### src/rtl/pool_pkg.sv
// Pooling engine shared types

package pool_pkg;

    // ==================================================
    // Widths
    // ==================================================

    // Buffer addresses and neighbour indices
    localparam int IDX_WIDTH = 16;

    // One activation lane
    localparam int ACT_WIDTH = 8;

    // One neighbour-map word from the global buffer
    localparam int MAP_WIDTH = 256;

    // Indices per map word, also the largest K
    localparam int MAX_K = MAP_WIDTH / IDX_WIDTH;

    // ==================================================
    // Types
    // ==================================================

    typedef logic [IDX_WIDTH-1:0] idx_t;

    typedef logic [ACT_WIDTH-1:0] act_t;

    // Index 0 sits in the low bits
    typedef idx_t [MAX_K-1:0] map_word_t;

    // Neighbour count, 1 to MAX_K
    typedef logic [$clog2(MAX_K+1)-1:0] k_t;

    // Job control FSM
    typedef enum logic {
        IDLE = 1'b0,
        RUN  = 1'b1
    } pool_state_e;

endpackage

### src/rtl/pool_cfg_if.sv
// Pooling job configuration bundle
`timescale 1ns/1ps

interface pool_cfg_if;
    import pool_pkg::*;

    // Latched job fields
    idx_t num_points;
    k_t   k;
    idx_t map_base;
    idx_t ofm_rd_base;
    idx_t ofm_wr_base;

    // Job status
    logic run;
    logic fetch_done;
    logic write_done;

    modport ctrl (
        output num_points,
        output k,
        output map_base,
        output ofm_rd_base,
        output ofm_wr_base,
        output run,
        input  write_done
    );

    modport dp (
        input  num_points,
        input  k,
        input  map_base,
        input  ofm_rd_base,
        input  ofm_wr_base,
        input  run,
        output fetch_done,
        output write_done
    );

endinterface

### src/rtl/pool_ctrl.sv
// Pooling job control
`timescale 1ns/1ps

module pool_ctrl (
    input  logic           clk,
    input  logic           rst_n,
    input  logic           cfg_valid,
    output logic           cfg_ready,
    input  pool_pkg::idx_t cfg_num_points,
    input  pool_pkg::k_t   cfg_k,
    input  pool_pkg::idx_t cfg_map_base,
    input  pool_pkg::idx_t cfg_ofm_rd_base,
    input  pool_pkg::idx_t cfg_ofm_wr_base,
    pool_cfg_if.ctrl       cfg
);
    import pool_pkg::*;

    pool_state_e state;
    pool_state_e state_nxt;
    logic        cfg_hs;

    idx_t num_points_q;
    k_t   k_q;
    idx_t map_base_q;
    idx_t ofm_rd_base_q;
    idx_t ofm_wr_base_q;

    // ==================================================
    // Job FSM
    // ==================================================

    assign cfg_ready = (state == IDLE);
    assign cfg_hs    = cfg_valid && cfg_ready;

    always_comb begin
        state_nxt = state;
        case (state)
            IDLE: begin
                if (cfg_hs) begin
                    state_nxt = RUN;
                end
            end
            RUN: begin
                // Job ends on the last output write only
                if (cfg.write_done) begin
                    state_nxt = IDLE;
                end
            end
            default: begin
                state_nxt = IDLE;
            end
        endcase
    end

    always_ff @(posedge clk or negedge rst_n) begin
        if (!rst_n) begin
            state <= IDLE;
        end else begin
            state <= state_nxt;
        end
    end

    // ==================================================
    // Configuration latch
    // ==================================================

    always_ff @(posedge clk or negedge rst_n) begin
        if (!rst_n) begin
            num_points_q  <= '0;
            k_q           <= '0;
            map_base_q    <= '0;
            ofm_rd_base_q <= '0;
            ofm_wr_base_q <= '0;
        end else if (cfg_hs) begin
            num_points_q  <= cfg_num_points;
            k_q           <= cfg_k;
            map_base_q    <= cfg_map_base;
            ofm_rd_base_q <= cfg_ofm_rd_base;
            ofm_wr_base_q <= cfg_ofm_wr_base;
        end
    end

    assign cfg.num_points  = num_points_q;
    assign cfg.k           = k_q;
    assign cfg.map_base    = map_base_q;
    assign cfg.ofm_rd_base = ofm_rd_base_q;
    assign cfg.ofm_wr_base = ofm_wr_base_q;
    assign cfg.run         = (state == RUN);

endmodule

### src/rtl/pool_map_reader.sv
// Neighbour map fetch and feature read issue
`timescale 1ns/1ps

module pool_map_reader (
    input  logic                clk,
    input  logic                rst_n,
    pool_cfg_if.dp              cfg,
    output pool_pkg::idx_t      map_rd_addr,
    output logic                map_rd_addr_valid,
    input  logic                map_rd_addr_ready,
    input  pool_pkg::map_word_t map_rd_data,
    input  logic                map_rd_data_valid,
    output logic                map_rd_data_ready,
    output pool_pkg::idx_t      ofm_rd_addr,
    output logic                ofm_rd_addr_valid,
    input  logic                ofm_rd_addr_ready
);
    import pool_pkg::*;

    localparam int NB_W = $clog2(MAX_K);

    // Phase flags, at most one set during a job
    logic map_req;
    logic map_wait;
    logic nb_active;
    logic fetch_done;

    idx_t            point_cnt;
    logic [NB_W-1:0] nb_cnt;
    map_word_t       map_buf;

    logic map_addr_hs;
    logic map_data_hs;
    logic ofm_addr_hs;
    logic last_nb;
    logic last_point;
    logic job_start;

    // ==================================================
    // Handshakes and terminal counts
    // ==================================================

    assign map_addr_hs = map_req && map_rd_addr_ready;
    assign map_data_hs = map_wait && map_rd_data_valid;
    assign ofm_addr_hs = nb_active && ofm_rd_addr_ready;

    assign last_nb    = (k_t'(nb_cnt) == cfg.k - k_t'(1));
    assign last_point = (point_cnt == cfg.num_points - idx_t'(1));

    // First cycle of a job, nothing issued yet
    assign job_start = !(map_req || map_wait || nb_active || fetch_done);

    // ==================================================
    // Fetch sequencing
    // ==================================================

    always_ff @(posedge clk or negedge rst_n) begin
        if (!rst_n) begin
            map_req    <= 1'b0;
            map_wait   <= 1'b0;
            nb_active  <= 1'b0;
            fetch_done <= 1'b0;
            point_cnt  <= '0;
            nb_cnt     <= '0;
        end else if (!cfg.run) begin
            map_req    <= 1'b0;
            map_wait   <= 1'b0;
            nb_active  <= 1'b0;
            fetch_done <= 1'b0;
            point_cnt  <= '0;
            nb_cnt     <= '0;
        end else begin
            if (job_start) begin
                map_req <= 1'b1;
            end

            if (map_addr_hs) begin
                map_req  <= 1'b0;
                map_wait <= 1'b1;
            end

            // Single outstanding read, so data is taken on arrival
            if (map_data_hs) begin
                map_wait  <= 1'b0;
                nb_active <= 1'b1;
                nb_cnt    <= '0;
            end

            if (ofm_addr_hs) begin
                if (last_nb) begin
                    nb_active <= 1'b0;
                    nb_cnt    <= '0;
                    if (last_point) begin
                        fetch_done <= 1'b1;
                    end else begin
                        point_cnt <= point_cnt + idx_t'(1);
                        map_req   <= 1'b1;
                    end
                end else begin
                    nb_cnt <= nb_cnt + 1'b1;
                end
            end
        end
    end

    // Map word holding register
    always_ff @(posedge clk) begin
        if (map_data_hs) begin
            map_buf <= map_rd_data;
        end
    end

    // ==================================================
    // Outputs
    // ==================================================

    assign map_rd_addr       = cfg.map_base + point_cnt;
    assign map_rd_addr_valid = map_req;
    assign map_rd_data_ready = map_wait;

    assign ofm_rd_addr       = cfg.ofm_rd_base + map_buf[nb_cnt];
    assign ofm_rd_addr_valid = nb_active;

    assign cfg.fetch_done = fetch_done;

endmodule

### src/rtl/pool_max_unit.sv
// Lane-wise max reduction and output write
`timescale 1ns/1ps

module pool_max_unit #(
    parameter int LANES = 8
) (
    input  logic                       clk,
    input  logic                       rst_n,
    pool_cfg_if.dp                     cfg,
    input  pool_pkg::act_t [LANES-1:0] ofm_rd_data,
    input  logic                       ofm_rd_data_valid,
    output logic                       ofm_rd_data_ready,
    output pool_pkg::idx_t             ofm_wr_addr,
    output pool_pkg::act_t [LANES-1:0] ofm_wr_data,
    output logic                       ofm_wr_valid,
    input  logic                       ofm_wr_ready
);
    import pool_pkg::*;

    localparam int NB_W = $clog2(MAX_K);

    logic [NB_W-1:0]   row_cnt;
    idx_t              point_cnt;
    act_t [LANES-1:0]  max_row;
    act_t [LANES-1:0]  next_row;
    logic              wr_last;

    logic row_hs;
    logic wr_hs;
    logic last_row;
    logic wr_stall;

    // ==================================================
    // Handshakes
    // ==================================================

    // Pending write blocks row intake
    assign wr_stall          = ofm_wr_valid && !ofm_wr_ready;
    assign ofm_rd_data_ready = cfg.run && !wr_stall;

    assign row_hs   = ofm_rd_data_valid && ofm_rd_data_ready;
    assign wr_hs    = ofm_wr_valid && ofm_wr_ready;
    assign last_row = (k_t'(row_cnt) == cfg.k - k_t'(1));

    // ==================================================
    // Max datapath
    // ==================================================

    // First row of a point loads, later rows compare
    always_comb begin
        for (int i = 0; i < LANES; i++) begin
            if (row_cnt == '0) begin
                next_row[i] = ofm_rd_data[i];
            end else if (ofm_rd_data[i] > max_row[i]) begin
                next_row[i] = ofm_rd_data[i];
            end else begin
                next_row[i] = max_row[i];
            end
        end
    end

    always_ff @(posedge clk) begin
        if (row_hs) begin
            max_row <= next_row;
        end
        if (row_hs && last_row) begin
            ofm_wr_data <= next_row;
            ofm_wr_addr <= cfg.ofm_wr_base + point_cnt;
            wr_last     <= (point_cnt == cfg.num_points - idx_t'(1));
        end
    end

    // ==================================================
    // Row and point counters
    // ==================================================

    always_ff @(posedge clk or negedge rst_n) begin
        if (!rst_n) begin
            row_cnt      <= '0;
            point_cnt    <= '0;
            ofm_wr_valid <= 1'b0;
        end else if (!cfg.run) begin
            row_cnt      <= '0;
            point_cnt    <= '0;
            ofm_wr_valid <= 1'b0;
        end else begin
            if (wr_hs) begin
                ofm_wr_valid <= 1'b0;
            end
            if (row_hs) begin
                if (last_row) begin
                    row_cnt      <= '0;
                    point_cnt    <= point_cnt + idx_t'(1);
                    ofm_wr_valid <= 1'b1;
                end else begin
                    row_cnt <= row_cnt + 1'b1;
                end
            end
        end
    end

    // Pulse on the final write handshake of the job
    assign cfg.write_done = wr_hs && wr_last;

endmodule

### src/rtl/pool_top.sv
// Point-cloud max-pooling engine
`timescale 1ns/1ps

module pool_top #(
    parameter int LANES = 8
) (
    input  logic                       clk,
    input  logic                       rst_n,

    // Configuration
    input  logic                       cfg_valid,
    output logic                       cfg_ready,
    input  pool_pkg::idx_t             cfg_num_points,
    input  pool_pkg::k_t               cfg_k,
    input  pool_pkg::idx_t             cfg_map_base,
    input  pool_pkg::idx_t             cfg_ofm_rd_base,
    input  pool_pkg::idx_t             cfg_ofm_wr_base,

    // Neighbour map read
    output pool_pkg::idx_t             map_rd_addr,
    output logic                       map_rd_addr_valid,
    input  logic                       map_rd_addr_ready,
    input  pool_pkg::map_word_t        map_rd_data,
    input  logic                       map_rd_data_valid,
    output logic                       map_rd_data_ready,

    // Feature row read
    output pool_pkg::idx_t             ofm_rd_addr,
    output logic                       ofm_rd_addr_valid,
    input  logic                       ofm_rd_addr_ready,
    input  pool_pkg::act_t [LANES-1:0] ofm_rd_data,
    input  logic                       ofm_rd_data_valid,
    output logic                       ofm_rd_data_ready,

    // Result row write
    output pool_pkg::idx_t             ofm_wr_addr,
    output pool_pkg::act_t [LANES-1:0] ofm_wr_data,
    output logic                       ofm_wr_valid,
    input  logic                       ofm_wr_ready
);

    pool_cfg_if cfg_if_i ();

    pool_ctrl ctrl_i (
        .clk             (clk),
        .rst_n           (rst_n),
        .cfg_valid       (cfg_valid),
        .cfg_ready       (cfg_ready),
        .cfg_num_points  (cfg_num_points),
        .cfg_k           (cfg_k),
        .cfg_map_base    (cfg_map_base),
        .cfg_ofm_rd_base (cfg_ofm_rd_base),
        .cfg_ofm_wr_base (cfg_ofm_wr_base),
        .cfg             (cfg_if_i.ctrl)
    );

    pool_map_reader map_reader_i (
        .clk               (clk),
        .rst_n             (rst_n),
        .cfg               (cfg_if_i.dp),
        .map_rd_addr       (map_rd_addr),
        .map_rd_addr_valid (map_rd_addr_valid),
        .map_rd_addr_ready (map_rd_addr_ready),
        .map_rd_data       (map_rd_data),
        .map_rd_data_valid (map_rd_data_valid),
        .map_rd_data_ready (map_rd_data_ready),
        .ofm_rd_addr       (ofm_rd_addr),
        .ofm_rd_addr_valid (ofm_rd_addr_valid),
        .ofm_rd_addr_ready (ofm_rd_addr_ready)
    );

    pool_max_unit #(
        .LANES (LANES)
    ) max_unit_i (
        .clk               (clk),
        .rst_n             (rst_n),
        .cfg               (cfg_if_i.dp),
        .ofm_rd_data       (ofm_rd_data),
        .ofm_rd_data_valid (ofm_rd_data_valid),
        .ofm_rd_data_ready (ofm_rd_data_ready),
        .ofm_wr_addr       (ofm_wr_addr),
        .ofm_wr_data       (ofm_wr_data),
        .ofm_wr_valid      (ofm_wr_valid),
        .ofm_wr_ready      (ofm_wr_ready)
    );

endmodule

### config.mk
export PLATFORM = sky130hd
export DESIGN_NAME = pool_top
export DESIGN_NICKNAME = d
export VERILOG_FILES = /design/src/rtl/pool_pkg.sv /design/src/rtl/pool_cfg_if.sv /design/src/rtl/pool_ctrl.sv /design/src/rtl/pool_map_reader.sv /design/src/rtl/pool_max_unit.sv /design/src/rtl/pool_top.sv
export SDC_FILE = /design/constraint.sdc
export NUM_CORES = 1
export LEC_CHECK = 0
export ABC_AREA = 1
export BUFFER_PORTS_ARGS = -buffer_cell sky130_fd_sc_hd__buf_2
export CORE_ASPECT_RATIO = 0.5
export CORE_MARGIN = 2
export CORE_UTILIZATION = 25
export DETAILED_ROUTE_END_ITERATION = 12
export SLEW_MARGIN = 20
export SYNTH_ARGS = -nofsm -noshare
export SYNTH_HDL_FRONTEND = slang
export SYNTH_SLANG_ARGS = --single-unit
### constraint.sdc
create_clock -name clk -period 11.1 [get_ports clk]
set_clock_uncertainty 0.05 [all_clocks]
set_input_delay 2.22 -clock clk [delete_from_list [all_inputs] [get_ports clk]]
set_output_delay 2.22 -clock clk [all_outputs]
set_load 0.03 [all_outputs]
==> out/metrics.cfg, run 1 <==
[yosys]
synth_cell_types=46
yosysTopAreaCell=edfxtp_1
syn_inst=2271
synthAdderAreaFrac_pct=6.145
synth-edff-count=401
synth.avg_cell_area_um2=10.83
synth-seq-cells=516
synthTopCellsByArea=edfxtp_1, dfrtp_1, nand2_1
muxShareOfSynthArea_pct=2.060
seq_area_frac_synth_pct=60.66
synth-compound-area-share_pct=9.859
synth_top_family_by_area=simple AND/OR/NAND/NOR gates
syn_nets=2787
synth_ff_type=edfxtp_1
ys_async_sr_fraction_pct=22.29
yosys_warnings=0
synth-xor-area-share_pct=2.956
syn_area_mm2=0.02459
synth_top_area_share_pct=48.96
synth_simple_gate_area_share_pct=14.07

[die]
die_y_um=225.8
core_area_mm2=0.09760
start_util_pct=25.20
fp-row-count=81
pin_count=515
dieArea_mm2=0.1011
die_x_um=447.6

[critical_path]
cp-end-kind=output port
crit_type=reg -> out
reg2regPathDepth=11
cp_max_fo=23
arrival_ns=5.55
start_kind=register
required_ns=8.83

[place]
numPortBuffers=514
gp_congestion=0.8845
place_inst=4050
place_hpwl_mm=58.59

[cts]
cts_made_buffers=52
cts.clk_slew.worst_paths_ns=0.07
clk_path_buf_depth=3
ctsResizeCount=0
cts_setup_buffers=0
cts.sinks=516
hold_buffers=0
root_buffer=clkbuf_16
cts_tree=built
clk_latency_ns=0.63
h-tree-depth=2

[sta]
relSlewSlack_pct=32.39
tightest_slew_ns=1.014
drv_slew=0
finalSetupTns_ns=0
min_period_ns=7.822
fmax_ghz=0.1278
finalHoldViolCount=0
setup_viol=0
rsz0062_at_grt=no
finalCritPeriodShare_pct=70.47

[routing]
vias_per_cell=4.515
vias=18820
final_antenna_net_count=0
first_pass_iters=7
remaining_drc_errors=0
drtIter0Drc=1205
wl_per_cell_um=18.46
wirelength_mm=76.97

[cells_and_area]
fin_nets=3293
drive_gt1_share_pct=24.46
areaGrowthSynthToFinish_pct=24.26
stdcell_count=4169
final_util_pct=31.31
fillers=9979

[power]
power.density_mw_per_mm2=271.5
power_leakage_uw=0.01290
ir_drop_uv=306.8

[hold_path]
min_path_cells=1
hold_path.class=reg -> reg

[global_routing]
grt_pass1_wl_mm=111.9
overflow=0
grt_util_all_layers_pct=14.75
antenna_found_initial=52
first_global_vias=18510
grt_max_degree=103

[flow_run]
drv_cap=0

[outcome]
status=completed

## layer usage
metal	up-vias	GRT usage [%]	share of wire (%)
met2	457	27.16	53
met3	225	2.794	4.6
li1	9062	-	-
met5	-	0	0.17
met4	22	7.454	5.2
met1	9055	16.19	37
## sequential cells by signal, summed over array words and instances, names as in the netlist, 4 cells and up
| signal | flops |
|---|---|
| map_reader_i.nb_cnt | 4 |
| max_unit_i.ofm_wr_addr | 16 |
| max_unit_i.row_cnt | 4 |
| map_reader_i.map_buf | 256 |
| ctrl_i.cfg.map_base | 16 |
| max_unit_i.point_cnt | 16 |
| max_unit_i.ofm_wr_data | 64 |
| map_reader_i.point_cnt | 16 |
| max_unit_i.max_row | 64 |
| ctrl_i.cfg.k | 5 |
| ctrl_i.cfg.num_points | 16 |
| ctrl_i.cfg.ofm_rd_base | 16 |
| ctrl_i.cfg.ofm_wr_base | 16 |
## cells in the final DEF, fill, tap and decap left out, drive strengths merged, types with 22 or more instances in the layout
cell	synthesis	routed
nand4	49	49
ha	116	116
mux2	45	45
dfrtp	115	115
a21oi	142	142
nand3	121	121
o22ai	22	22
xor2	60	60
a221oi	23	23
clkbuf	58	67
xnor2	23	23
nor2	180	180
buf	19	529
edfxtp	401	401
o21ai	188	188
nand2	426	426
nor3	22	22
inv	194	198
## stage by stage
step | area [um^2] | hold slack [ns] | power, uW | setup WS [ns]
4_1_cts | 30490 | 0.4690 | 8379 | 3.264
3_5_place_dp | 28650 | 0.4504 | 6457 | 3.951
6_report | 30560 | 0.4656 | 8296 | 3.278
3_3_place_gp | 28650 | 0.4444 | 6395 | 4.055
2_1_floorplan | 24590 | 0.4362 | 5395 | 3.191
5_1_grt | 30560 | 0.4794 | 8868 | 2.869
## report_power, final
part / leakage (uW) / internal [uW] / total, uW / switching [uW]
registers: 0.00514 / 2710 / 2950 / 239
logic: 0.00687 / 1080 / 3460 / 2380
clock network: 0.000888 / 1090 / 1890 / 803
## cells in the mapped netlist, types with 2 or more instances
| cell | instances |
|---|---|
| nand3_1 | 120 |
| clkinv_1 | 2 |
| nand3b_1 | 3 |
| inv_2 | 3 |
| dfrtp_1 | 115 |
| xnor2_1 | 23 |
| nand2_4 | 3 |
| nor2_4 | 5 |
| a21oi_1 | 142 |
| o31ai_1 | 11 |
| o221ai_1 | 16 |
| o2111ai_1 | 3 |
| nor2_2 | 9 |
| inv_1 | 191 |
| edfxtp_1 | 401 |
| nor2_1 | 165 |
| nand2_1 | 421 |
| nand4_1 | 49 |
| fa_1 | 3 |
| clkbuf_1 | 58 |
| o41ai_1 | 5 |
| ha_1 | 116 |
| nor3_1 | 22 |
| buf_2 | 8 |
| mux2_2 | 45 |
| nand2_2 | 2 |
| o22ai_1 | 22 |
| a31oi_1 | 2 |
| o21a_1 | 6 |
| o21ai_0 | 186 |
| a221oi_1 | 23 |
| nor4_1 | 4 |
| o21ai_1 | 2 |
| a21boi_0 | 2 |
| xor2_1 | 60 |
| a21o_1 | 5 |
| buf_1 | 9 |
## area by class of cell
cell class,count,area (um^2),share of cell area (%)
sequential,516,14920,48.84
multi-input combinational,1482,8642,28.28
timing repair buffer,529,2700,8.835
tap,1328,1662,5.437
clock buffer,67,1429,4.676
inverter,196,745.7,2.440
clock inverter,31,407.9,1.335
antenna,20,50.05,0.1638
## kinds of logic after synthesis
group	after synthesis
mux	45
fa+ha+maj	119
flops	516
compound gates	429
xor+xnor	83
buf+inv	273
simple gates	806
## worst paths after layout
check / from / to / slack (ns)
hold / removal: ctrl_i.cfg.ofm_wr_base[6]$_DFFE_PN0P_ / ctrl_i.cfg.ofm_wr_base[6]$_DFFE_PN0P_ / 0.47
min in group asynchronous: rst_n / ctrl_i.cfg.ofm_rd_base[13]$_DFFE_PN0P_ / 1.58
setup / recovery: map_reader_i.nb_cnt[2]$_DFFE_PN0P_ / ofm_rd_addr[14] / 3.28
hold reg to reg: ctrl_i.cfg.ofm_wr_base[6]$_DFFE_PN0P_ / ctrl_i.cfg.ofm_wr_base[6]$_DFFE_PN0P_ / 0.47
max in group asynchronous: rst_n / map_reader_i.nb_cnt[0]$_DFFE_PN0P_ / 7.92
setup reg to reg: ctrl_i.cfg.run$_DFF_PN0_ / max_unit_i.point_cnt[2]$_DFFE_PN0P_ / 7.30
## critical path: stages (launching register included)
cell	delay, ns
dfrtp_1	0.86
inv_1	0.54
nor2_1	0.27
clkinv_1	0.55
a21oi_1	0.36
a221oi_1	0.11
o21ai_0	0.14
nand2_1	0.11
ha_1	0.36
nand2_1	0.09
o21ai_0	0.28
a21oi_1	0.15
o21ai_0	0.44
nand3_1	0.12
nor2_1	0.12
nor2_1	0.06
xnor2_1	0.13
buf_2	0.21
Power figures use the tool's default switching activity.
==> run 2: changes to the inputs <==
==> constraint.sdc (replaced) <==
create_clock -name clk -period 6.7 [get_ports clk]
set_clock_uncertainty 0.05 [all_clocks]
set_input_delay 1.34 -clock clk [delete_from_list [all_inputs] [get_ports clk]]
set_output_delay 1.34 -clock clk [all_outputs]
set_load 0.03 [all_outputs]
==> run 2 against run 1 <==
Critical path depth is 3 lower. Setup slack got worse by 2.7 ns. Wire length is 3.8% higher. Via count rose by 2.2%. Die area unchanged. Register-to-register slack got worse by 4.1 ns.
==> out/metrics.cfg, run 2 (synthesis results as in run 1) <==
[flow_run]
drv_cap=0  ; unchanged

[cells_and_area]
layout_commonest_cell=buf_2
reg_top3=map_reader_i.map_buf (256), max_unit_i.max_row (64), max_unit_i.ofm_wr_data (64)
areaGrowthSynthToFinish_pct=24.32  ; about the same
fin_nets=3301  ; +0.24%
drive_gt1_share_pct=24.56  ; +0.098 points
final_cell_mix=buf_2, nand2_1, edfxtp_1, inv_1, o21ai_0
final_util_pct=31.33  ; about the same
largest_reg_flops=256  ; unchanged
top_register=map_reader_i.map_buf

[critical_path]
startpoint=map_reader_i.nb_cnt[0]$_DFFE_PN0P_
crit_type=reg -> out
path_cells=inv_4, buf_4, o21ai_0, o221ai_1, nand4_1, nand2_1, ha_1, a21o_1, a21oi_1, o21ai_0, a21oi_1, o21ai_0, xor2_1, buf_2
crit_end=ofm_rd_addr[11]
cp.depth=14  ; -3
required_ns=5.31  ; -3.52 ns
cp_slowest_cell=dfrtp_4
ff2ff_setup_slack_ns=3.24  ; -4.06 ns
reg2regPathDepth=7  ; -4
arrival_ns=4.70  ; -0.85 ns
start_kind=register
cp_max_fo=66  ; +190%
max_stage_delay_ns=0.65  ; -0.21 ns
r2r_start=ctrl_i.cfg.run$_DFF_PN0_
cp-end-kind=output port
timing.critical_path.mode_cell=o21ai_0
crit_buf_inv=3  ; unchanged
r2r_end=max_unit_i.ofm_wr_data[48]$_DFFE_PP_
cp_top_family=compound AO/OA/AOI/OAI gates

[place]
numPortBuffers=514  ; unchanged
gp_congestion=0.9359  ; +5.8%
place_hpwl_mm=61.40  ; +4.8%

[die]
die_y_um=225.8  ; unchanged
pin_count=515  ; unchanged
die_x_um=447.6  ; unchanged
core_area_mm2=0.09760  ; unchanged
start_util_pct=25.20  ; unchanged
fp-row-count=81  ; unchanged
dieArea_mm2=0.1011  ; unchanged

[hold_path]
hold_path.class=reg -> reg

[global_routing]
antenna_found_initial=64  ; +23%
grt_max_degree=72  ; -30%
grt_util_all_layers_pct=15.22  ; +0.46 points
first_global_vias=19000  ; +2.6%
grt_pass1_wl_mm=115.3  ; +3.0%
overflow=0  ; unchanged

[sta]
drv_slew=0  ; unchanged
finalSetupTns_ns=0  ; unchanged
finalCritPeriodShare_pct=90.91
fmax_ghz=0.1642
rsz0062_at_grt=no
relSlewSlack_pct=32.04  ; -0.35 points
tightest_slew_ns=1.016  ; +0.002417 ns
whs_ns=0.4652  ; -0.0003460 ns
finalHoldViolCount=0  ; unchanged
min_period_ns=6.091
setup_viol=0  ; unchanged

[cts]
ctsResizeCount=0  ; unchanged
clk_path_buf_depth=3  ; unchanged
hold_buffers=0  ; unchanged
root_buffer=clkbuf_16
cts_tree=built
cts.sinks=516  ; unchanged
h-tree-depth=2  ; unchanged
cts.clk_slew.worst_paths_ns=0.06  ; about the same
cts_setup_buffers=0  ; unchanged
cts_made_buffers=52  ; unchanged
clk_latency_ns=0.64  ; about the same

[power]
power_leakage_uw=0.01290  ; about the same
ir_drop_uv=407.2  ; +33%
power.density_mw_per_mm2=450.2  ; +66%
p_total_uw=13760  ; +66%

[routing]
vias_per_cell=4.592  ; +1.7%
final_antenna_net_count=0  ; unchanged
vias=19240  ; +2.2%
first_pass_iters=5  ; -2
remaining_drc_errors=0  ; unchanged
wl_per_cell_um=19.07  ; +3.3%
wirelength_mm=79.88  ; +3.8%
drtIter0Drc=1466  ; +22%

[outcome]
status=completed

[run 2: cell type report]
| cell class | count | area [um^2] |
|---|---|---|
| Fill cell | 9987 | 67020 |
| Sequential cell | 516 | 14920 |
| Multi-Input combinational cell | 1482 | 8642 |
| Timing Repair Buffer | 537 | 2748 |
| Tap cell | 1328 | 1662 |
| Clock buffer | 66 | 1385 |
| Inverter | 196 | 743.2 |
| Clock inverter | 29 | 385.4 |
| Antenna cell | 35 | 87.58 |
[run 2: metal layers]
layer  share of wire (%)  up-vias  global-route usage, %
met2                  52      627                  27.36
li1                    -     9093                      -
met1                  38     9269                  16.88
met5                0.14        -                      0
met3                 5.1      230                  2.781
met4                 5.1       18                  8.827
[run 2: report_power, final]
part           switching [uW]  internal, uW  total [uW]  leakage [uW]
combinational            4000          1800        5790       0.00690
sequential                401          4500        4900       0.00514
clock                    1330          1750        3080      0.000855
[run 2: metrics by stage]
| stage | setup slack (ns) | cells | area [um^2] |
|---|---|---|---|
| 2_1_floorplan | 0.9385 | 2271 | 24600 |
| 3_3_place_gp | 1.293 | 4059 | 28720 |
| 3_5_place_dp | 1.275 | 4059 | 28720 |
| 4_1_cts | 0.5745 | 4154 | 30490 |
| 5_1_grt | 0.04328 | 4185 | 30570 |
| 6_report | 0.6092 | 4189 | 30580 |
[run 2: worst min path at each step]
stage,from,to,cells after the start
after global routing,ctrl_i.cfg.ofm_wr_base[13]$_DFFE_PN0P_,ctrl_i.cfg.ofm_wr_base[13]$_DFFE_PN0P_,1
after global placement,ctrl_i.cfg.ofm_wr_base[6]$_DFFE_PN0P_,ctrl_i.cfg.ofm_wr_base[6]$_DFFE_PN0P_,1
after detailed placement,ctrl_i.cfg.map_base[2]$_DFFE_PN0P_,ctrl_i.cfg.map_base[2]$_DFFE_PN0P_,1
after floorplan,ctrl_i.cfg.ofm_rd_base[10]$_DFFE_PN0P_,ctrl_i.cfg.ofm_rd_base[10]$_DFFE_PN0P_,1
final,ctrl_i.cfg.ofm_rd_base[6]$_DFFE_PN0P_,ctrl_i.cfg.ofm_rd_base[6]$_DFFE_PN0P_,1
after CTS,ctrl_i.cfg.ofm_rd_base[6]$_DFFE_PN0P_,ctrl_i.cfg.ofm_rd_base[6]$_DFFE_PN0P_,1
